--- config.mk ---
export PLATFORM = sky130hd
export DESIGN_NAME = host_port
export DESIGN_NICKNAME = d
export VERILOG_FILES = /design/src/common/mem_pkg.sv /design/src/hdl/host_port.sv
export SDC_FILE = /design/constraint.sdc
export NUM_CORES = 1
export LEC_CHECK = 0
export ABC_AREA = 1
export BUFFER_PORTS_ARGS = -buffer_cell sky130_fd_sc_hd__buf_4
export CELL_PAD_IN_SITES_DETAIL_PLACEMENT = 1
export CELL_PAD_IN_SITES_GLOBAL_PLACEMENT = 1
export CORE_UTILIZATION = 29
export DETAILED_ROUTE_END_ITERATION = 7
export GPL_ROUTABILITY_DRIVEN = 0
export HOLD_SLACK_MARGIN = 0.08
export PLACE_DENSITY_LB_ADDON = 0.1
export SLEW_MARGIN = 40
export SYNTH_ARGS = -nofsm -noshare
export SYNTH_HDL_FRONTEND = slang
export SYNTH_SLANG_ARGS = --single-unit
--- constraint.sdc ---
create_clock -name clk -period 1.5 [get_ports clk]
set_input_delay 0.225 -clock clk [delete_from_list [all_inputs] [get_ports clk]]
set_output_delay 0.225 -clock clk [all_outputs]
set_load 0.1 [all_outputs]
--- src/common/mem_pkg.sv ---
package mem_pkg;

  // Word address into the video RAM
  typedef logic [13:0] vram_addr_t;

  // One RAM word, 16 pixels of the frame buffer
  typedef logic [15:0] vram_data_t;

  // Number of words, covers the full address range
  localparam int vram_depth = 16384;

endpackage

--- src/hdl/host_port.sv ---
module host_port (
  input  logic                 clk,
  input  logic                 rst_n,
  input  logic                 host_wr,
  input  logic                 host_rd,
  input  mem_pkg::vram_addr_t  host_addr,
  input  mem_pkg::vram_data_t  host_wdata,
  input  logic                 req_grant,
  input  logic                 host_rd_done,
  input  mem_pkg::vram_data_t  ram_rdata,
  output logic                 host_busy,
  output logic                 host_rvalid,
  output mem_pkg::vram_data_t  host_rdata,
  output logic                 req_valid,
  output logic                 req_write,
  output mem_pkg::vram_addr_t  req_addr,
  output mem_pkg::vram_data_t  req_wdata
);

  typedef enum logic [1:0] {
    idle,
    pending,
    read_wait
  } state_t;

  state_t state;
  logic   accept;
  logic   rd_return;

  // Strobes while busy are dropped
  assign accept    = state == idle && (host_wr || host_rd);
  assign rd_return = state == read_wait && host_rd_done;

  assign host_busy = state != idle;

  // One-entry buffer, write wins if both strobes come together
  always_ff @(posedge clk) begin
    if (accept) begin
      req_write <= host_wr;
      req_addr  <= host_addr;
      req_wdata <= host_wdata;
    end
    if (rd_return) begin
      host_rdata <= ram_rdata;
    end
  end

  always_ff @(posedge clk) begin
    if (!rst_n) begin
      state       <= idle;
      req_valid   <= 1'b0;
      host_rvalid <= 1'b0;
    end else begin
      host_rvalid <= rd_return;
      case (state)
        idle: begin
          if (accept) begin
            state <= pending;
          end
        end
        pending: begin
          // Request goes out one cycle after capture, drops on the grant
          req_valid <= !req_grant;
          if (req_grant) begin
            state <= req_write ? idle : read_wait;
          end
        end
        read_wait: begin
          if (host_rd_done) begin
            state <= idle;
          end
        end
        default: state <= idle;
      endcase
    end
  end

endmodule

==> qor.csv <==
stage;metric;value;unit
status;status;finished clean;
place;pre-CTS WS;264;ps
worst_setup_path;Crit path max-delay family;flip-flops;
finish;Reg area;0.00149;mm^2
detailed_routing;drc violations;0;
global_route;first-pass GRT wire length;5380;um
worst_setup_path;Levels on crit path;3;
clocking;clock tree buffer depth;2;
detailed_routing;antenna violation net count after detailed routing;0;
clocking;Skew-Pair Late Insertion Delay;290;ps
finish;Nets;238;
sta;Worst-Margin Slew;290;ps
worst_setup_path;arrival time at the worst endpoint;1170;ps
clocking;setup bufs post-CTS;0;
worst_setup_path;CP Max Fanout;5;
sta;Relative slew margins;80.8;%
clocking;TritonCTS clock tree;done;
global_route;grt ovf;0;
synth;Synth Cell Area;0.00162;mm^2
global_route;GR Util All Layers;12.1;%
clocking;Hold-fix buffers, CTS;0;
synth;Synth warnings;0;
sta;Setup violations, final;0;
floorplanning;die height;76.7;um
clocking;CTS Buf Count;5;
floorplanning;Die W;76.7;um
detailed_routing;TritonRoute pass-1 iters;4;
sta;crit share post-route;92.8;%
synth;part of the Yosys area used for sequential elements;92.1;%
flow_run;max cap viols;0;
finish;diode count;0;
detailed_routing;WL/cell;13.7;um
floorplanning;Core Rows;26;
worst_setup_path;Critical Path, Cell by Cell;nor2_2 -> inv_1 -> buf_4;
worst_setup_path;reg2reg path depth;4;
worst_setup_path;WP data required;1270;ps
floorplanning;core footprint;0.00524;mm^2
global_route;vias in the first global route;1112;
synth;Seq cells post-synth;51;
worst_hold_path;hold crit path type;in2reg;
sta;Fmax;718;MHz
worst_setup_path;CP Buf/Inv Count;2;
finish;layout cells sized above 1;63.4;%
sta;Sum Neg Setup Slack;0;ps
clocking;H-tree depth;2;
detailed_routing;Iter 0 DRT Violations;56;
sta;RSZ-0062 raised after global routing;false;
worst_setup_path;crit-path max cell delay;420;ps
finish;Area Growth Syn to Fin;60.7;%
global_route;largest net degree at the start of global routing;32;
finish;multi-input logic area;96.3;um^2
sta;post-route minimum period;1390;ps
clocking;Clock transition at path regs;90;ps
floorplanning;Boundary Pins;102;
pwr;maximum vdd drop;0.000614;V
finish;fill count;548;
place;port bufs;101;
place;cell count after placement;249;
synth;Avg Synthesized Cell Area;21.3;um^2
place;Post-DP HPWL;2700;um
finish;fin area;0.00260;mm^2
worst_setup_path;Crit-path slowest cell;dfxtp_1;
floorplanning;area of the die;0.00589;mm^2
sta;final worst slack;107;ps
synth;post-synth net total;128;
worst_setup_path;CP Capture Type;output pin;
worst_setup_path;startpoint types;flop;
detailed_routing;final WL;3510;um
pwr;Pwr Total;3.62;mW
synth;Distinct cells, synth;14;
sta;Layout Skew;9.81;ps
global_route;antenna violations before repair;0;
place;Cell Area, Placed;0.00250;mm^2
sta;Fin. Hold Viols;0;
finish;Non-Filler Instances;256;
clocking;# resized after CTS;0;
sta;fin. max-slew vios;0;
pwr;static leakage;1.10;nW
worst_hold_path;hold depth;1;
detailed_routing;vias;1051;
pwr;Pwr Density;1390;mW/mm^2
detailed_routing;DR vias/cell;4.11;
synth;Syn Inst Count;76;
worst_setup_path;Setup CP Type;reg2out;
clocking;clock sinks;51;
floorplanning;Initial Util;30.9;%
clocking;CTS root buf;clkbuf_8;
[cells in the final DEF, fill, tap and decap left out, types with 2 or more instances in the layout]
master and n:
dfxtp_1 4, edfxtp_1 47, nand3_1 2, buf_4 102, nor2_2 3, nand2_1 3, nand3_2 2, inv_1 7
clkbuf_8 5
[cell type report]
class / count / area share, %
Inverter: 9 / 1.44
Multi-Input combinational cell: 16 / 3.70
Clock inverter: 1 / 1.15
Clock buffer: 6 / 2.79
Tap cell: 70 / 3.37
Timing Repair Buffer: 103 / 30.2
Sequential cell: 51 / 57.3
[layer usage]
layer / vias up / track usage, % / share of wire, %
li1: 495 / - / -
met1: 500 / 12.0 / 36
met2: 54 / 22.4 / 55
met3: 2 / 5.24 / 8.4
met4: 0 / 4.04 / 0.43
met5: - / 0 / 0
[cells in the mapped netlist]
cell      number  area [um^2]
edfxtp_1      47         1410
nand2_1        3         11.3
inv_1          8         30.0
nor2_1         2         7.51
nand3_2        2         20.0
nor2_2         2         12.5
o21ai_1        1         5.00
inv_2          1         3.75
a21oi_2        1         8.76
dfxtp_1        4         80.1
nor3_1         1         5.00
nand3_1        2         10.0
o21ai_2        1         8.76
a21oi_1        1         5.00
[report_power, final]
group	internal, mW	total [mW]	switching [mW]
clock network	0.489	0.899	0.409
logic	0.224	1.02	0.797
registers	1.67	1.70	0.0316
[per-stage QoR]
step | hold slack, ps | utilization (%)
after floorplan | 324 | -
after global placement | 403 | 47.7
after detailed placement | 404 | 47.7
after CTS | 91.6 | 49.7
after global routing | 80.1 | 49.7
final | 101 | 49.7
[logic make-up (layout without fill, tap and decap cells)]
| family | Yosys count | in the layout | share of synthesized area [%] |
|---|---|---|---|
| compound gates | 4 | 4 | 1.70 |
| buf+inv | 9 | 119 | 2.09 |
| flops | 51 | 51 | 92.1 |
| simple gates | 12 | 12 | 4.10 |
[state kept, by name (all words and copies together), names as in the netlist]
name         count
req_addr        14
req_valid        1
host_rdata      16
state            2
host_rvalid      1
req_write        1
req_wdata       16
[path summary, 6_finish.rpt]
path	from	slack, ps	endpoint
setup / recovery	state[1]$_SDFFE_PN0P_	110	host_busy
hold / removal	host_addr[8]	100	req_addr[8]$_DFFE_PP_
setup reg to reg	state[1]$_SDFFE_PN0P_	270	req_addr[0]$_DFFE_PP_
hold reg to reg	req_valid$_SDFFE_PN0N_	500	req_valid$_SDFFE_PN0N_
No activity file was read; power rests on OpenSTA's default activity.
