`config.mk`:
```
export PLATFORM = sky130hd
export DESIGN_NAME = vram_arbiter
export DESIGN_NICKNAME = d
export VERILOG_FILES = /design/src/common/mem_pkg.sv /design/src/hdl/vram_arbiter.sv
export SDC_FILE = /design/constraint.sdc
export NUM_CORES = 1
export LEC_CHECK = 0
export BUFFER_PORTS_ARGS = -buffer_cell sky130_fd_sc_hd__buf_4
export CAP_MARGIN = 20
export CORE_MARGIN = 1
export CORE_UTILIZATION = 23
export DETAILED_ROUTE_END_ITERATION = 6
export PLACE_DENSITY = 0.89
export RECOVER_POWER = 100
export SETUP_SLACK_MARGIN = 0.05
export SYNTH_ARGS = -nofsm -noshare
export SYNTH_HDL_FRONTEND = slang
export SYNTH_SLANG_ARGS = --single-unit
```
`constraint.sdc`:
```
create_clock -name clk -period 0.98 [get_ports clk]
set_input_delay 0.196 -clock clk [delete_from_list [all_inputs] [get_ports clk]]
set_output_delay 0.196 -clock clk [all_outputs]
set_load 0.01 [all_outputs]
```
`src/common/mem_pkg.sv`:
```
package mem_pkg;

  // Word address into the video RAM
  typedef logic [13:0] vram_addr_t;

  // One RAM word, 16 pixels of the frame buffer
  typedef logic [15:0] vram_data_t;

  // Number of words, covers the full address range
  localparam int vram_depth = 16384;

endpackage

```
`src/hdl/vram_arbiter.sv`:
```
module vram_arbiter (
  input  logic                 clk,
  input  logic                 rst_n,
  input  logic                 scan_rden,
  input  mem_pkg::vram_addr_t  scan_addr,
  input  logic                 req_valid,
  input  logic                 req_write,
  input  mem_pkg::vram_addr_t  req_addr,
  input  mem_pkg::vram_data_t  req_wdata,
  output logic                 req_grant,
  output logic                 host_rd_done,
  output mem_pkg::vram_addr_t  ram_addr,
  output logic                 ram_we,
  output mem_pkg::vram_data_t  ram_wdata
);

  logic rd_pending;

  // Scanout always wins, host only gets cycles it leaves free
  assign req_grant = req_valid && !scan_rden;

  // Address mux, the host owns the port only in its grant cycle
  assign ram_addr  = scan_rden ? scan_addr : req_addr;
  assign ram_we    = req_grant && req_write;
  assign ram_wdata = req_wdata;

  // A granted read has its data on ram_rdata one cycle later
  always_ff @(posedge clk) begin
    if (!rst_n) begin
      rd_pending <= 1'b0;
    end else begin
      rd_pending <= req_grant && !req_write;
    end
  end

  assign host_rd_done = rd_pending;

endmodule

```
==> results by group, run 1 <==
Run status
  • Status: finished, final reports clean

Critical path
  • Worst setup SP type: primary input
  • Worst EP required: 780 ps
  • Crit-path slowest cell: mux2_4
  • Crit path largest cell delay: ~290 ps
  • Cells along the critical path: clkbuf_16, mux2_4, buf_2
  • CP arrival: roughly 760 ps
  • Maximum fanout along the worst path: 4
  • WS Path Type: primary input to primary output
  • Critical path endpoint category: primary output

Final layout
  • Ant diodes: 0
  • Nets: 120
  • Commonest non-fill, non-tap cell in the layout: buf_4
  • Largest register FFs: 1
  • Layout fillers: between 150 and 200
  • Most frequent cells in the layout: 31 x buf_4, 12 x mux2_4, 8 x clkbuf_2, 6 x clkbuf_1
  • Layout area overhead: 73.46%
  • Ratio of cells with drive above 1 in the final layout: about nine tenths

Timing
  • Relative slew slack: 90.59%
  • Max Freq: around 1.0 GHz
  • Worst hold slack: roughly 400 ps
  • Final setup viols: 0
  • Final hold vios: 0
  • Final worst slack: 23.45 ps
  • Final worst-path cycle share: 97.61%
  • RSZ-0062 raised after global routing: yes
  • Final Max Slew Viols: 0
  • Worst-Margin Slew: about 140 ps
  • Tmin final: between 900 and 1000 ps

Clock network
  • Buffer count from post-CTS setup fixing: 0
  • Cts hold-fix bufs: 0

Synthesis
  • Flops & latches, synth: 1
  • Yosys warning count: 0
  • Synth top area cells: buf_4 31%, mux2_4 27%, mux2_2 20%, buf_12 5.2%, dfxtp_1 5.2%
  • Mapped cell area: between 300 and 400 um2
  • Synth Instances: 36
  • Area leader, netlist: buf_4
  • Avg Cell Area, Syn: approximately 11 um2
  • Sequential area share after synthesis: 5.178%
  • Distinct cell type count after synthesis: 9
  • Synth Net Count: between 80 and 90
  • Synth top area share: 31.07%

Drt
  • Drc violations: 0
  • Wire per inst: around 14 um
  • First-pass detailed-route iteration total: 3
  • First DRT Iteration DRCs: 1
  • Via/cell ratio: roughly 4.6
  • Detail Route Antenna Nets: 0
  • Vias: around 400
  • Final WL: ~1.2 mm

GRT
  • Vias in the first global route: around 390
  • First-pass GRT wire length: 1.731 mm
  • Largest net degree at the start of global routing: 10
  • Grt met1 use: 9.873%
  • Total Routing Usage GR: 12.21%
  • Top Usage Layer GRT: met2
  • Remaining Overflow, GRT: 0
  • Antenna violations before repair: 0
  • M3 GR Usage: 4.255%
  • Met2 Use GR: 27.58%

Place
  • Port Buffers: around 50
  • GPL Wtd Cong: between 0.7 and 0.8
  • Pre-CTS setup slack: -165.4 ps

Floorplanning
  • Height of the die: 43 um
  • Row cnt: 14
  • Core Box Area: about 1500 um2
  • Die area: approximately 1800 um2
  • Number of I/O pins: 82
  • Starting density of the core: around a quarter
  • Die X: around 43 um

Hold path
  • Min-Delay Startpoint: req_wdata[10]
  • HP Class: primary input to primary output
  • Hold Path Depth: 0
  • Hold EP: ram_wdata[10]

Run
  • Max-Cap Viols: 0

Power and ir drop
  • Max VDD drop: ~0.2 mV
  • P_leak: around 0.37 nW
  • Pwr dens: 513.8 nW/um2
## area by class of cell
class	count	area, um2	share of cell area, %
Timing Repair Buffer	51	396.6	59.14
Multi-Input combinational cell	17	234.0	34.89
Sequential cell	1	20.02	2.985
Tap cell	16	20.02	2.985
## Yosys cell counts
library cell and instances:
and2b_2 1, and3b_2 1, and4bb_2 1, buf_12 1, buf_4 16, buf_6 1
dfxtp_1 1, mux2_2 7, mux2_4 7
## per-layer routing
layer	part of all wire, %	vias up
met2	59	42
met5	0	-
li1	-	174
met4	0	0
met3	15	0
met1	25	179
## logic make-up (layout without fill, tap and decap cells)
| group | Yosys count | in the layout | synth area share (%) |
|---|---|---|---|
| flops | 1 | 1 | 5.178 |
| buf+inv | 18 | 51 | 39.16 |
| simple gates | 3 | 3 | 8.091 |
| mux | 14 | 14 | 47.57 |
## worst max-delay path: cells and delay by family
family	cells	cell delay [ps]
multiplexers	1	290
buffers and inverters	2	270
## worst max path at each step
stage                     startpoint      endpoint  slack [ps]
after floorplan            scan_rden  ram_addr[10]          40
final                      scan_rden   ram_addr[3]          20
after global routing       scan_rden   ram_addr[3]          10
after CTS                  scan_rden   ram_addr[3]         0.6
after detailed placement   scan_rden   ram_addr[3]        -170
after global placement     scan_rden   ram_addr[4]        -140
## stage by stage
| stage | cell area (um2) | instances | total power (W) | util (%) | setup TNS [ps] |
|---|---|---|---|---|---|
| global placement | 623.1 | 83 | 0.0003213 | 40.42 | -1739 |
| detailed placement | 623.1 | 83 | 0.0003300 | 40.42 | -1978 |
| finish | 670.6 | 85 | 0.0003446 | 43.51 | 0 |
| floorplan | 395.4 | 36 | 0.0002381 | - | 0 |
| CTS | 696.9 | 84 | 0.0003686 | 45.21 | 0 |
| global route | 670.6 | 85 | 0.0003630 | 43.51 | 0 |
## power by group
group / switching [W] / leakage, nW / internal [W] / total (W)
logic: 0.0000929 / 0.363 / 0.000209 / 0.000302
registers: 0.000000253 / 0.00814 / 0.0000426 / 0.0000429
clock network: 0 / 0 / 0 / 0
## repair_timing
item / CTS / global route
resized for setup: 12 / 12
endpoints found under the hold margin: 0 / 0
endpoints found under the setup margin: 16 / 14
cloned: 1 / 1
Note: power is estimated with default switching activity, not from simulation.
==> run 2, diff against run 1 <==
SETUP_SLACK_MARGIN = not set   (was 0.05)
==> run 2 against run 1 <==
Combinational power decreased by 2%. Flip-flop and latch count stayed put. Final cell count decreased by 1.2%. Core utilization decreased by 0.73 points. Critical path depth stayed put. Hold slack about the same. First-iteration DRC count unchanged. Die area unchanged. Critical path type unchanged. Largest power group unchanged.
==> results by group, run 2 (same netlist as run 1, synthesis figures left out) <==
Place
  • GPL Wtd Cong: 0.7106
  • Port Buffers: between 40 and 50
  • Area post-placement: around 620 um2

Drt
  • First DRT Iteration DRCs: 1
  • Drc violations: 0
  • Detail Route Antenna Nets: 0
  • Vias: around 370
  • Wire per inst: about 11 um
  • First-pass detailed-route iteration total: 3
  • Via/cell ratio: between 4 and 5
  • Final WL: 958 um

Floorplanning
  • Core Box Area: between 1500 and 2000 um2
  • Row cnt: 14
  • Height of the die: ~43 um
  • Starting density of the core: between 20% and 30%
  • Die X: about 43 um
  • Die area: around 1800 um2
  • Number of I/O pins: 82

Timing
  • Final setup viols: 0
  • Worst-Margin Slew: approximately 140 ps
  • Worst hold slack: ~390 ps
  • Relative slew slack: approximately 90%
  • Final worst-path cycle share: roughly 99%
  • Tmin final: between 900 and 1000 ps
  • Final Max Slew Viols: 0
  • Max Freq: about 1 GHz
  • RSZ-0062 raised after global routing: yes
  • Final hold vios: 0

Power and ir drop
  • Clock power frac: 0%
  • Pwr dens: slightly above 500 nW/um2
  • Switching Share: around 25%
  • Reg power frac: ~13%
  • Power Internal: around 0.00025 W
  • NetSw: approximately 0.000086 W
  • P_leak: between 0.3 and 0.4 nW
  • Max VDD drop: 0.1564 mV
  • Gate power share: 87.3%

GRT
  • Largest net degree at the start of global routing: 10
  • M3 GR Usage: approximately 3.0%
  • Vias in the first global route: around 360
  • Met2 Use GR: a little over a fifth
  • Total Routing Usage GR: under 10%
  • First-pass GRT wire length: ~1.4 mm
  • Grt met1 use: approximately 6.3%
  • Remaining Overflow, GRT: 0
  • Antenna violations before repair: 0
  • Top Usage Layer GRT: met2

Final layout
  • Ant diodes: 0
  • Finished Core Util: approximately 43%
  • Ratio of cells with drive above 1 in the final layout: between 90 and 100%
  • Most frequent cells in the layout: 37 x buf_4, 11 x mux2_4, 6 x clkbuf_2, 3 x mux2_2, 3 x clkbuf_1
  • Commonest non-fill, non-tap cell in the layout: buf_4
  • Layout area overhead: 70.55%
  • Largest register FFs: 1
  • Final Instance Area: between 600 and 700 um2
  • Layout fillers: approximately 160
  • Nets: ~120

Critical path
  • CP arrival: between 700 and 800 ps
  • Maximum fanout along the worst path: 9
  • WS Path Type: primary input to primary output
  • Worst setup SP type: primary input
  • CP Launch Point: scan_rden
  • Critical path endpoint category: primary output
  • Worst EP required: between 700 and 800 ps

Hold path
  • Min-Delay Startpoint: req_wdata[4]
  • HP Class: primary input to primary output

Run
  • Max-Cap Viols: 0

Run status
  • Status: finished, final reports clean

Clock network
  • Cts hold-fix bufs: 0
run 2: final cells by class:
type	instances	area, um2	area share, %
well taps	16	20.02	3.036
flip-flops and latches	1	20.02	3.036
multi-input cells	17	230.2	34.91
repair buffers	50	389.1	59.01
run 2: routing by layer:
| metal | wire (um) | part of all wire, % |
|---|---|---|
| met5 | 0 | 0 |
| met3 | 163 | 17 |
| met1 | 262 | 27 |
| met4 | 0 | 0 |
| met2 | 531 | 55 |
run 2: repair_timing:
action                     in CTS  in global routing
buffers inserted                0                  0
gates cloned                    1                  0
gates resized for setup        11                  3
setup endpoints to repair      16                  3
run 2: power groups by stage:
stage                     clock (W)  sequential, W  combinational [W]
final                             0      0.0000428           0.000295
after global routing              0      0.0000429           0.000314
after CTS                         0      0.0000429           0.000320
after detailed placement          0      0.0000429           0.000284
after global placement            0      0.0000429           0.000278
after floorplan                   0      0.0000435           0.000191
run 2: per-stage QoR:
stage          setup TNS [ps]  cells  power [W]  worst slack [ps]
6_report                    0     84  0.0003381             6.655
3_3_place_gp            -1736     83  0.0003204            -142.4
2_1_floorplan               0     36  0.0002341             31.25
4_1_cts                     0     84  0.0003627             3.438
3_5_place_dp            -1966     83  0.0003264            -168.5
5_1_grt                -12.30     84  0.0003571            -4.400
run 2: worst paths after layout:
kind / end / slack [ps] / cells past startpoint
max: ram_addr[1] / 7 / 3
min: ram_wdata[4] / 390 / 0
run 2: worst max-delay path, cell delays in order:
cell    delay (ps)
buf_16         110
mux2_2         330
buf_4          140
==> run 3, diff against run 2 <==
SLEW_MARGIN = 20   (was not set)
clock period = 1.1 ns   (was 0.98 ns; I/O delays follow)
==> run 3 against run 2 <==
Final cell count down 1.2%. Sequential share of layout area up 0.46 points. Sequential power down 11%. Hold slack better by 48 ps. Global-route usage down 0.43 points. Wire length down 3.7%. Combinational power down 27%. Worst setup slack better by 41 ps. Critical path depth unchanged. Critical path type unchanged. Die area unchanged.
==> results by group, run 3 (same netlist as run 1, synthesis figures left out) <==
Floorplanning
  • Core Box Area: between 1500 and 2000 um2
  • Starting density of the core: approximately 25%
  • Row cnt: 14
  • Die X: approximately 43 um
  • Height of the die: around 43 um
  • Number of I/O pins: 82
  • Die area: about 1800 um2

Power and ir drop
  • Max VDD drop: between 0.1 and 0.15 mV
  • Pwr dens: 444.1 nW/um2
  • P_leak: 0.2860 nW
  • Power Total: between 0.0002 and 0.0003 W

Critical path
  • Worst setup path end: ram_addr[8]
  • WS Path Type: primary input to primary output
  • Worst EP required: approximately 900 ps
  • Maximum fanout along the worst path: 17
  • Critical path endpoint category: primary output
  • CP arrival: 830 ps
  • Worst setup SP type: primary input
  • CP Launch Point: scan_rden

Timing
  • Max Freq: about 0.95 GHz
  • Final worst slack: between 40 and 50 ps
  • RSZ-0062 raised after global routing: no
  • Worst-Margin Slew: between 100 and 150 ps
  • Worst hold slack: 440.0 ps
  • Tmin final: between 1000 and 1500 ps
  • Final hold vios: 0
  • Final setup viols: 0
  • Final Max Slew Viols: 0
  • Setup_tns: 0 ps
  • Final worst-path cycle share: roughly 96%
  • Relative slew slack: about nine tenths

Drt
  • Wire per inst: about 11 um
  • Detail Route Antenna Nets: 0
  • First-pass detailed-route iteration total: 2
  • Via/cell ratio: ~4.4
  • First DRT Iteration DRCs: 1
  • Final WL: around 920 um
  • Drc violations: 0
  • Vias: 368

Final layout
  • Nets: roughly 120
  • Ratio of cells with drive above 1 in the final layout: between 70% and 80%
  • Layout fillers: 175
  • Ant diodes: 0
  • Layout area overhead: 48.22%
  • Most frequent cells in the layout: 38 x buf_4, 9 x clkbuf_1, 7 x mux2_1, 7 x mux2_2
  • Largest register FFs: 1
  • Commonest non-fill, non-tap cell in the layout: buf_4
  • Finished Core Util: a little under two fifths

GRT
  • Remaining Overflow, GRT: 0
  • Total Routing Usage GR: 8.571%
  • Largest net degree at the start of global routing: 18
  • Vias in the first global route: ~350
  • Antenna violations before repair: 0
  • First-pass GRT wire length: roughly 1.3 mm

Place
  • GPL Wtd Cong: around 0.71
  • Pre-CTS setup slack: -96.50 ps
  • Port Buffers: between 40 and 50

Hold path
  • HP Class: primary input to primary output

Clock network
  • Cts hold-fix bufs: 0

Run
  • Max-Cap Viols: 0

Run status
  • Status: finished, final reports clean
-- run 3: power breakdown --
group	internal [W]	switching, W	leakage (nW)
clock network	0	0	0
registers	0.0000380	0.000000179	0.00814
logic	0.000144	0.0000720	0.278
total	0.000182	0.0000722	0.286
-- run 3: final cells by class --
type / instances / area [um2] / share of cell area, %
Timing Repair Buffer: 49 / 344.1 / 60.04
Multi-Input combinational cell: 17 / 188.9 / 32.97
Sequential cell: 1 / 20.02 / 3.493
Tap cell: 16 / 20.02 / 3.493
-- run 3: repair_timing --
action,CTS,global route
setup endpoints to repair,14,4
pin swaps,0,0
resized for setup,2,1
setup buffers,0,0
-- run 3: critical path, cell delays in order --
cell	delay [ps]
buf_12	120
mux2_1	340
buf_4	150
-- run 3: worst min path at each step --
| stage | startpoint | end | slack, ps | cells after the start |
|---|---|---|---|---|
| floorplan | rst_n | host_rd_done$_SDFF_PN0_ | 440 | 1 |
| global placement | req_wdata[0] | ram_wdata[0] | 440 | 0 |
| detailed placement | req_wdata[0] | ram_wdata[0] | 440 | 0 |
| CTS | req_wdata[0] | ram_wdata[0] | 440 | 0 |
| global route | req_wdata[10] | ram_wdata[10] | 440 | 0 |
| finish | req_wdata[4] | ram_wdata[4] | 440 | 0 |
-- run 3: per-stage QoR --
stage	instances	cell area (um2)
finish	83	573.1
global route	83	573.1
CTS	83	630.6
detailed placement	83	623.1
global placement	83	623.1
floorplan	36	386.6
-- run 3: per-layer routing --
| metal | vias up | wire length [um] | track usage (%) | share of wire, % |
|---|---|---|---|---|
| li1 | 169 | - | - | - |
| met1 | 158 | 261 | 5.823 | 28 |
| met2 | 41 | 493 | 20.30 | 53 |
| met3 | 0 | 168 | 2.979 | 18 |
| met4 | 0 | 0 | 1.212 | 0 |
| met5 | - | 0 | 0 | 0 |
