$ cat src/common/video_pkg.sv
package video_pkg;

  // Beam position, wide enough for 800 columns and 525 lines
  typedef logic [9:0] beam_count_t;

  // One channel of the 4-bit DAC
  typedef logic [3:0] colour_t;

  // Visible frame
  localparam beam_count_t screen_width  = 10'd512;
  localparam beam_count_t screen_height = 10'd256;

  // Full 640x480 at 60 Hz raster, counted in pixel clocks and lines
  localparam beam_count_t h_total = 10'd800;
  localparam beam_count_t v_total = 10'd525;

  // Frame is centred in the 640x480 area.
  // Column 0 of the counter is the start of the front porch
  localparam beam_count_t h_disp_start = 10'd224;
  localparam beam_count_t v_disp_start = 10'd112;

  // Sync pulses, both active low, each a half-open interval
  localparam beam_count_t h_sync_start = 10'd16;
  localparam beam_count_t h_sync_end   = 10'd112;
  localparam beam_count_t v_sync_start = 10'd490;
  localparam beam_count_t v_sync_end   = 10'd492;

  // One RAM word holds 16 pixels
  localparam beam_count_t words_per_line = 10'd32;

  // First word of a line is requested this many pixel clocks early
  localparam beam_count_t fetch_lead = 10'd3;

endpackage

$ cat src/common/mem_pkg.sv
package mem_pkg;

  // Word address into the video RAM
  typedef logic [13:0] vram_addr_t;

  // One RAM word, 16 pixels of the frame buffer
  typedef logic [15:0] vram_data_t;

  // Number of words, covers the full address range
  localparam int vram_depth = 16384;

endpackage

$ cat src/vga/vga_scanout.sv
module vga_scanout (
  input  logic                 clk,
  input  logic                 rst_n,
  input  logic                 clken,
  input  mem_pkg::vram_data_t  ram_rdata,
  output logic                 scan_rden,
  output mem_pkg::vram_addr_t  scan_addr,
  output logic                 h_sync,
  output logic                 v_sync,
  output video_pkg::colour_t   red,
  output video_pkg::colour_t   green,
  output video_pkg::colour_t   blue
);

  video_pkg::beam_count_t h_count;
  video_pkg::beam_count_t v_count;
  video_pkg::beam_count_t y;
  logic                   h_end;
  logic                   v_end;
  logic                   h_disp;
  logic                   v_disp;
  logic                   display;
  logic                   pre_fetch;
  logic [3:0]             px_offset;
  logic [5:0]             word_offset;
  mem_pkg::vram_addr_t    row_base;
  mem_pkg::vram_data_t    pixel_word;
  logic                   cur_bit;
  logic                   pixel;

  assign h_end = h_count == video_pkg::h_total - 10'd1;
  assign v_end = v_count == video_pkg::v_total - 10'd1;

  assign h_disp = h_count >= video_pkg::h_disp_start &&
                  h_count < video_pkg::h_disp_start + video_pkg::screen_width;
  assign v_disp = v_count >= video_pkg::v_disp_start &&
                  v_count < video_pkg::v_disp_start + video_pkg::screen_height;
  assign display = h_disp && v_disp;

  // Last few clocks before the window on a visible row
  assign pre_fetch = v_disp &&
                     h_count >= video_pkg::h_disp_start - video_pkg::fetch_lead &&
                     h_count < video_pkg::h_disp_start;

  // Both syncs are negative polarity for 640x480
  assign h_sync = !(h_count >= video_pkg::h_sync_start && h_count < video_pkg::h_sync_end);
  assign v_sync = !(v_count >= video_pkg::v_sync_start && v_count < video_pkg::v_sync_end);

  // Position inside the window
  assign px_offset = 4'(h_count - video_pkg::h_disp_start);
  assign y         = v_count - video_pkg::v_disp_start;

  assign row_base  = mem_pkg::vram_addr_t'(y) *
                     mem_pkg::vram_addr_t'(video_pkg::words_per_line);
  assign scan_addr = row_base + mem_pkg::vram_addr_t'(word_offset);

  always_ff @(posedge clk) begin
    if (!rst_n) begin
      h_count <= '0;
      v_count <= '0;
    end else if (clken) begin
      if (h_end) begin
        h_count <= '0;
        v_count <= v_end ? '0 : v_count + 10'd1;
      end else begin
        h_count <= h_count + 10'd1;
      end
    end
  end

  // At offset 0 the new word arrives on ram_rdata, so bit 0 comes straight from the RAM
  assign cur_bit = (px_offset == 4'd0) ? ram_rdata[0] : pixel_word[px_offset];

  always_ff @(posedge clk) begin
    if (clken && display && px_offset == 4'd0) begin
      pixel_word <= ram_rdata;
    end
  end

  always_ff @(posedge clk) begin
    if (!rst_n) begin
      pixel       <= 1'b0;
      scan_rden   <= 1'b0;
      word_offset <= '0;
    end else if (clken) begin
      if (display) begin
        // Set bit is black, clear bit is white
        pixel <= ~cur_bit;
        case (px_offset)
          4'd0: scan_rden <= 1'b0;
          4'd8: word_offset <= word_offset + 6'd1;
          4'd13: begin
            // No fetch beyond the end of the row
            if (word_offset != 6'(video_pkg::words_per_line)) begin
              scan_rden <= 1'b1;
            end
          end
          default: ;
        endcase
      end else begin
        pixel       <= 1'b0;
        word_offset <= '0;
        scan_rden   <= pre_fetch;
      end
    end
  end

  assign red   = {4{pixel}};
  assign green = {4{pixel}};
  assign blue  = {4{pixel}};

endmodule

$ cat config.mk
export PLATFORM = sky130hd
export DESIGN_NAME = vga_scanout
export DESIGN_NICKNAME = d
export VERILOG_FILES = /design/src/common/video_pkg.sv /design/src/common/mem_pkg.sv /design/src/vga/vga_scanout.sv
export SDC_FILE = /design/constraint.sdc
export NUM_CORES = 1
export LEC_CHECK = 0
export ABC_AREA = 1
export BUFFER_PORTS_ARGS = -buffer_cell sky130_fd_sc_hd__clkbuf_2
export CAP_MARGIN = 20
export CORE_MARGIN = 2
export CORE_UTILIZATION = 51
export DETAILED_ROUTE_END_ITERATION = 16
export GPL_TIMING_DRIVEN = 0
export PLACE_DENSITY = 0.86
export SLEW_MARGIN = 20
export SYNTH_ARGS = -nofsm -noshare
export SYNTH_HDL_FRONTEND = slang
export SYNTH_SLANG_ARGS = --single-unit
$ cat constraint.sdc
create_clock -name clk -period 2.4 [get_ports clk]
set_input_delay 0.12 -clock clk [delete_from_list [all_inputs] [get_ports clk]]
set_output_delay 0.12 -clock clk [all_outputs]
set_load 0.05 [all_outputs]
==> flow_summary.toml, run 1 <==
[status]
status = "finished, final reports clean"

[critical_path]
cp_slowest_cell = "dfxtp_1"
path_cells = "inv_1 > ha_1 > inv_1 > nor3_1 > nand2_1 > nor2_4 > buf_4"
r2r-end = "pixel_word[11]"
crit_arrival_ps = 2260
slowest_delay_ps = 410
crit_type = "reg2reg"
required_ps = 2410
reg2reg_from = "h_count[1]"
reg2reg_depth = 7
cp_common_cell = "inv_1"
crit_path_end_kind = "register"
critPathLaunchType = "register"
reg2reg_slack_ps = 150
crit_fanout = 10

[drt]
drtIter0Drc = 177
wl_met2_mm = 2.89
highest_layer = "met4"
ant_nets = 0
vias = 2551
wl_mm = 6.02
drc = 0
route.met3.wl_um = 442
wl_per_cell_um = 12.2
viasPerCell = 5.17
drt-met1-wl_mm = 2.55
first_pass_iters = 4

[hold_path]
hold_start = "ram_rdata[6]"
worstHoldPathCells = 1
min_to = "pixel_word[6]"
hold_path.class = "in2reg"

[die]
io_pins = 48
fp.dieW_um = 77.8
start_util_pct = 53.7
dieArea_um2 = 6050
core_area_um2 = 5170
die_h_um = 77.8
rows = 26

[yosys]
synth_compound_area_share_pct = 5.95
syn-num-nets = 384
synthCells = 352
yosysSeqAreaShare_pct = 37.5
synth_edf_count = 16
avgSynthCellArea_um2 = 7.89
synth_area_um2 = 2780
ys.flop_type = "dfxtp_1"
synthXorXnorAreaFrac_pct = 6.94
synthDistinctLibCells = 35
ys_async_sr_fraction_pct = 0
synth-simple-area-share_pct = 30.6
synth-seq-cells = 44
synth_top_family_by_area = "simple AND/OR/NAND/NOR gates"
synth_fa_ha_area_share_pct = 5.86
yosys-mux-area-fraction_pct = 0
yosys_warnings = 0

[finish]
drive_gt1_share_pct = 24.8
mostFrequentLayoutCells = "nand2_1 (57), inv_1 (47), clkbuf_2 (47)"
final.fill_count = 408
fin_util_pct = 64.9
syn2layout_area_growth_pct = 20.9
fin_nets = 454
antenna_cells = 0
final_common_cell = "nand2_1"
final_cells = 493

[timing]
finalSetupViolCount = 0
min_period_over_period_pct = 94.0
finalSetupTns_ps = 0
drv_slew = 0
fin_crit_ps = 2250
finalClockSkew_ps = 11.8
hold_ws_ps = 28.4
worst_slew_pin_slew_ps = 531
fmaxAchievable_mhz = 443
report.final.hold_viol_count = 0
slew_headroom_pct = 64.6
rsz0062_at_grt = "false"

[clocking]
htree_num_levels = 2
clock-sinks = 44
cts_buffers = 5
cts_tree = "built"
cts_setup_buffers = 0
clk_pin_slew_ps = 90
clock_tree.root_cell = "clkbuf_8"
clock_latency_ps = 300
clock_path_buffers = 2

[global_route]
grt.overflow.total = 0
grt_pass1_vias = 2452
grt_pass1_wl_mm = 10.5
grt_antenna_before_repair = 0
grt_max_degree = 15
grt_util_all_layers_pct = 21.1

[placement]
dp.final_hpwl_mm = 4.32
dpl.cell_count = 470
port_buffers = 47
gp_congestion = 0.933

[flow_run]
cap_violations = 0

[power]
p_per_area_nw_per_um2 = 402
vdd_drop_max_uv = 297
leakagePower_uw = 0.00151
[power breakdown]
part	internal (uW)	switching [uW]
logic	49.3	62.4
registers	775	5.64
clock network	201	257
[cells in the mapped netlist, types with 2 or more instances]
cell type | n | area [um2]
a21oi_1 | 15 | 75.1
a21oi_2 | 2 | 17.5
buf_4 | 20 | 150
dfxtp_1 | 28 | 561
edfxtp_1 | 16 | 480
ha_1 | 13 | 163
inv_1 | 47 | 176
inv_2 | 2 | 7.51
nand2_1 | 57 | 214
nand2_2 | 5 | 31.3
nand3_1 | 27 | 135
nand3_2 | 5 | 50.1
nand3b_1 | 2 | 15.0
nand4_1 | 12 | 75.1
nor2_1 | 36 | 135
nor2_2 | 5 | 31.3
nor3_1 | 12 | 60.1
nor3_2 | 3 | 30.0
o21ai_0 | 9 | 45.0
xnor2_1 | 4 | 35.0
xor2_1 | 18 | 158
[cell type report]
class                           count  area, um2  area share, %
Sequential cell                    44       1040           31.0
Multi-Input combinational cell    234       1380           41.1
Clock buffer                        5       68.8           2.05
Tap cell                           70       87.6           2.61
Buffer                             23        170           5.07
Clock inverter                      3       18.8          0.559
Timing Repair Buffer               63        393           11.7
Inverter                           51        196           5.85
[worst max-delay path by stage]
stage / from / to / slack (ps)
global placement: v_count[4] / pixel_word[10] / -270
detailed placement: v_count[4] / pixel_word[10] / -60
CTS: v_count[4] / pixel_word[10] / 100
finish: h_count[1] / pixel_word[11] / 150
floorplan: v_count[4] / pixel_word[0] / 80
global route: v_count[4] / pixel_word[11] / 20
[timing repair]
action / CTS / global route
pin swaps: 0 / 0
endpoints found under the hold margin: 13 / 2
hold buffers: 13 / 2
gates resized for setup: 1 / 2
setup endpoints to repair: 10 / 11
[logic make-up after synthesis]
group | Yosys count
AOI/OAI and AO/OA | 30
xor gates and xnor gates | 22
adders and majority gates | 13
buffers and inverters | 74
DFF | 44
and+or+nand+nor | 169
[registers in the layout, indices dropped and copies added (netlist names)]
register	cells
h_count	10
pixel	1
pixel_word	16
scan_rden	1
v_count	10
word_offset	6
[critical path, delay by kind of cell, from the launching register on]
family / cells / cell delay, ps
adders and majority gates: 1 / 240
DFF: 1 / 410
buffers and inverters: 3 / 500
and+or+nand+nor: 3 / 790
[layer usage]
layer | track usage [%] | up-vias
met5 | 0 | -
met4 | 8.57 | 0
met3 | 5.12 | 16
met2 | 35.3 | 106
met1 | 25.9 | 1164
li1 | - | 1265
[per-stage QoR]
| step | instance area, um2 | worst slack [ps] | power, uW |
|---|---|---|---|
| 2_1_floorplan | 2780 | 83.8 | 853 |
| 3_3_place_gp | 3100 | -273 | 883 |
| 3_5_place_dp | 3110 | -60.2 | 885 |
| 4_1_cts | 3330 | 97.5 | 1350 |
| 5_1_grt | 3360 | 15.6 | 1410 |
| 6_report | 3360 | 145 | 1350 |
(Power assumes the default switching activity.)
==> inputs of run 2 (changes only) <==
==> constraint.sdc (replaced) <==
create_clock -name clk -period 2.4 [get_ports clk]
set_input_delay 0.24 -clock clk [delete_from_list [all_inputs] [get_ports clk]]
set_output_delay 0.24 -clock clk [all_outputs]
set_load 0.05 [all_outputs]
==> run 2 against run 1 <==
Global-route usage is 0.98 points lower. Fmax is 2.1% higher. Total power is 1.5% lower. Critical endpoint is now scan_addr[12]. Register-to-register slack better by 80 ps. Clock skew hardly changed. Sequential power hardly changed. Count of clock-buffer cells in the layout stayed put. Worst hold slack better by 77 ps. Sequential share of layout area is 1.4 points higher. Via count is 4.1% lower. Die area stayed put.
==> flow_summary.toml, run 2 (synthesis gave the netlist of run 1 again) <==
[status]
status = "finished, final reports clean"

[global_route]
busiest_layer = "met2"
use_met2_pct = 33.6
grt_max_degree = 15
grt_pass1_wl_mm = 10.0
grt_util_all_layers_pct = 20.1
grt.overflow.total = 0
grt_util_met3_pct = 4.77
grt_pass1_vias = 2378
grt_antenna_before_repair = 0
use_met1_pct = 24.9

[hold_path]
hold_path.class = "in2reg"
hold_start = "ram_rdata[4]"

[power]
p_sw_uw = 320
vdd_drop_max_uv = 288
p_per_area_nw_per_um2 = 414
power_uw = 1330
p_comb_share_pct = 6.8
power_frac_clock_pct = 34.5
p_seq_share_pct = 58.7
leakagePower_uw = 0.00145
p_int_uw = 1010
sw_frac_of_total_pct = 24.1

[clocking]
clock_tree.root_cell = "clkbuf_8"
clock_path_buffers = 2
clock_latency_ps = 300
cts_tree = "built"
htree_num_levels = 2
cts_buffers = 5
clock-sinks = 44
clk_pin_slew_ps = 90
cts_setup_buffers = 0

[critical_path]
reg2reg_from = "v_count[4]"
crit_type = "reg2out"
slowest_delay_ps = 420
crit_family = "simple AND/OR/NAND/NOR gates"
required_ps = 2160
critPathBufInv = 1
crit_arrival_ps = 1970
cp_slowest_cell = "dfxtp_1"
path_cells = "ha_1 > nand3_1 > nor3_1 > nand3_1 > xor2_1 > clkbuf_2"
critPathLaunchType = "register"
crit_path_end_kind = "primary output"
crit_fanout = 3
cp-startpoint = "word_offset[5]"
cp_common_cell = "nand3_1"

[finish]
top_regs = "pixel_word (16), h_count (10), v_count (10)"
antenna_cells = 0
syn2layout_area_growth_pct = 15.6
drive_gt1_share_pct = 26.0
fin_nets = 439
mostFrequentLayoutCells = "nand2_1 (57), inv_1 (47), clkbuf_2 (47)"
fin_util_pct = 62.0
final_common_cell = "nand2_1"
top_register = "pixel_word"
stdcell_area_um2 = 3210
final.fill_count = 425
largest_reg_flops = 16
final_cells = 478

[drt]
drtIter0Drc = 161
ant_nets = 0
vias = 2447
first_pass_iters = 4
viasPerCell = 5.12
wl_per_cell_um = 11.9
drc = 0
wl_mm = 5.69

[timing]
drv_slew = 0
fin_crit_ps = 2210
report.final.hold_viol_count = 0
finalClockSkew_ps = 12.3
worst_slew_pin_slew_ps = 541
fmaxAchievable_mhz = 453
slew_headroom_pct = 63.9
hold_ws_ps = 106
min_period_over_period_pct = 92.0
finalSetupViolCount = 0

[placement]
place_area_um2 = 3110
port_buffers = 47
gp_congestion = 0.933
dpl.cell_count = 470
dp.final_hpwl_mm = 4.32

[die]
dieArea_um2 = 6050
io_pins = 48
fp.dieW_um = 77.8
start_util_pct = 53.7
die_h_um = 77.8
rows = 26
core_area_um2 = 5170

[flow_run]
cap_violations = 0
==> run 2: routing by layer <==
| metal | share of wire (%) | routed length, um | vias up |
|---|---|---|---|
| li1 | - | - | 1235 |
| met2 | 47 | 2690 | 77 |
| met4 | 1.9 | 110 | 0 |
| met1 | 45 | 2570 | 1125 |
| met3 | 5.7 | 322 | 10 |
| met5 | 0 | 0 | - |
==> run 2: repair_timing <==
item,CTS,global route
endpoints found under the setup margin,10,11
pin swaps,0,0
resized for setup,1,3
hold buffers,0,0
==> run 2: final cells by class <==
type,count,area (um2),area share [%]
Tap cell,70,87.6,2.73
Clock buffer,5,68.8,2.14
Buffer,23,170,5.30
Clock inverter,3,18.8,0.585
Sequential cell,44,1040,32.4
Inverter,51,196,6.12
Multi-Input combinational cell,234,1380,43.1
Timing Repair Buffer,48,243,7.56
==> run 2: power groups by stage <==
stage / clock, uW / combinational, uW / sequential, uW
after floorplan: 0 / 55.3 / 798
after global placement: 0 / 85.3 / 797
after detailed placement: 0 / 87.9 / 797
after CTS: 468 / 89.3 / 780
after global routing: 504 / 102 / 781
final: 459 / 90.3 / 780
==> run 2: path summary, 6_finish.rpt <==
check / to / slack [ps] / depth (start not counted)
worst max-delay path: scan_addr[12] / 190 / 6
worst min-delay path: pixel_word[4] / 110 / 1
worst max register to register: pixel_word[8] / 230 / 8
worst min register to register: v_count[9] / 500 / 2
==> run 2: per-stage QoR <==
| step | setup WS [ps] | TNS, ps |
|---|---|---|
| 2_1_floorplan | 83.8 | 0 |
| 3_3_place_gp | -273 | -4350 |
| 3_5_place_dp | -60.2 | -599 |
| 4_1_cts | 97.5 | 0 |
| 5_1_grt | -10.5 | -10.5 |
| 6_report | 191 | 0 |
==> inputs of run 3 (changes only) <==
- BUFFER_PORTS_ARGS: -buffer_cell sky130_fd_sc_hd__clkbuf_2 -> default
- CORE_MARGIN: 2 -> default
- CORE_UTILIZATION: 51 -> 57
- DONT_BUFFER_PORTS: default -> 1
- PLACE_DENSITY: 0.86 -> 0.84
==> run 3 against run 2 <==
Utilization up 1.9 points. Count of clock-buffer cells in the layout up 1. Clock power up 22%. Critical path depth down 1. Clock skew down 5.0 ps. Worst setup slack worse by 130 ps. Sequential cell count unchanged. Register-to-register slack worse by 60 ps. Combinational power down 23%. Final cell count down 13%. Die area down 15%. Sequential share of layout area up 2.3 points.
==> flow_summary.toml, run 3 (synthesis gave the netlist of run 1 again) <==
[drt]
wl_met2_mm = 2.77
first_pass_iters = 4
wl_per_cell_um = 13.6
route.met3.wl_um = 319
vias = 2247
drtIter0Drc = 126
ant_nets = 0
drc = 0
viasPerCell = 5.43
drt-met1-wl_mm = 2.43
wl_mm = 5.62
highest_layer = "met4"

[clocking]
clock_tree.root_cell = "clkbuf_8"
cts_setup_buffers = 0
clock_path_buffers = 2
clk_pin_slew_ps = 80
cts_tree = "built"
htree_num_levels = 2
cts_buffers = 5
clock_latency_ps = 300
clock-sinks = 44
postCtsHoldBufs = 0

[timing]
worst_slew_pin_slew_ps = 1050
finalSetupViolCount = 0
slew_headroom_pct = 29.4
finalClockSkew_ps = 7.25
rsz0062_at_grt = "true"
fmaxAchievable_mhz = 428
min_period_over_period_pct = 97.3
fin_crit_ps = 2340
report.final.hold_viol_count = 0
worst_slack_ps = 63.9
drv_slew = 0

[critical_path]
slowest_delay_ps = 420
critPathLaunchType = "register"
reg2reg_depth = 7
crit_arrival_ps = 2100
required_ps = 2160
crit_fanout = 3
crit_type = "reg2out"
cp_slowest_cell = "xor2_4"
path_cells = "ha_1 > nand3_1 > nor3_1 > nand3_1 > xor2_4"
crit_path_end_kind = "primary output"
cp_common_cell = "nand3_1"

[power]
p_comb_share_pct = 4.9
p_sw_uw = 304
p_per_area_nw_per_um2 = 470
leakagePower_uw = 0.00127
p_seq_share_pct = 55.5
power_frac_clock_pct = 39.6
sw_frac_of_total_pct = 21.5
power_uw = 1410
p_int_uw = 1110
vdd_drop_max_uv = 297

[die]
rows = 25
die_h_um = 71.8
fp.dieW_um = 71.8
start_util_pct = 59.2
dieArea_um2 = 5150
io_pins = 48
core_area_um2 = 4690

[finish]
final_cells = 414
top_register = "pixel_word"
largest_reg_flops = 16
final.fill_count = 407
antenna_cells = 0
drive_gt1_share_pct = 16.9
mostFrequentLayoutCells = "nand2_1 (57), inv_1 (46), nor2_1 (35)"
top_regs = "pixel_word (16), h_count (10), v_count (10)"
multi_input_area_um2 = 1420
fin_nets = 391
final_common_cell = "nand2_1"
regArea_um2 = 1040
syn2layout_area_growth_pct = 8.07

[placement]
dp.final_hpwl_mm = 4.07
gp_congestion = 0.909
port_buffers = 0
dpl.cell_count = 406
place_ws_ps = -52.9

[global_route]
grt_pass1_wl_mm = 9.26
grt_util_all_layers_pct = 23.0
grt_antenna_before_repair = 0
grt_max_degree = 17
grt_pass1_vias = 2064
grt.overflow.total = 0

[hold_path]
worstHoldPathCells = 0
hold_path.class = "in2reg"

[flow_run]
cap_violations = 0

[status]
status = "finished, final reports clean"
[run 3: cell types whose count changed in the layout (fill, tap and decap cells not counted), sizes merged]
cell | before | now
clkinvlp | 2 | 0
bufinv | 0 | 1
buf | 24 | 23
clkbuf | 52 | 6
[run 3: repair_timing]
item | in CTS | in global routing
setup endpoints to repair | 17 | 4
resized for setup | 2 | 5
hold endpoints to repair | 0 | 0
[run 3: stage by stage]
stage          utilization, %  setup TNS (ps)  hold WS [ps]  cell area, um2
6_report                 63.9               0          27.9            3000
2_1_floorplan               -               0           338            2780
3_5_place_dp             60.7            -836           339            2850
4_1_cts                  63.2               0          25.9            2970
5_1_grt                  63.9           -30.5          17.4            3000
3_3_place_gp             60.6           -4800           339            2840
[run 3: path summary, 6_finish.rpt]
kind / startpoint / endpoint / slack [ps]
max: word_offset[5] / scan_addr[12] / 60
min reg2reg: v_count[9] / v_count[9] / 520
max reg2reg: v_count[5] / pixel_word[8] / 170
min: ram_rdata[6] / pixel_word[6] / 30
[run 3: final cells by class]
cell class | count | share of cell area (%)
buffer | 23 | 5.67
clock buffer | 6 | 2.42
clock inverter | 2 | 1.17
inverter | 51 | 6.55
multi-input combinational | 234 | 47.2
sequential | 44 | 34.7
tap | 54 | 2.25
[run 3: metal layers]
layer / track usage (%) / vias to the layer above
met5: 0 / -
met4: 7.84 / 0
met3: 6.19 / 12
met2: 39.5 / 60
met1: 27.8 / 1035
li1: - / 1140
[run 3: power groups by stage]
| stage | registers, uW | clock network [uW] | logic, uW |
|---|---|---|---|
| 2_1_floorplan | 798 | 0 | 55.3 |
| 3_3_place_gp | 799 | 0 | 67.2 |
| 3_5_place_dp | 800 | 0 | 68.5 |
| 4_1_cts | 782 | 565 | 69.5 |
| 5_1_grt | 783 | 590 | 81.9 |
| 6_report | 782 | 559 | 69.4 |
[run 3: worst max-delay path, delay by kind of cell (launching register included)]
kind	cells	cell delay (ps)
flops	1	410
simple gates	3	750
xor+xnor	1	420
fa+ha+maj	1	210
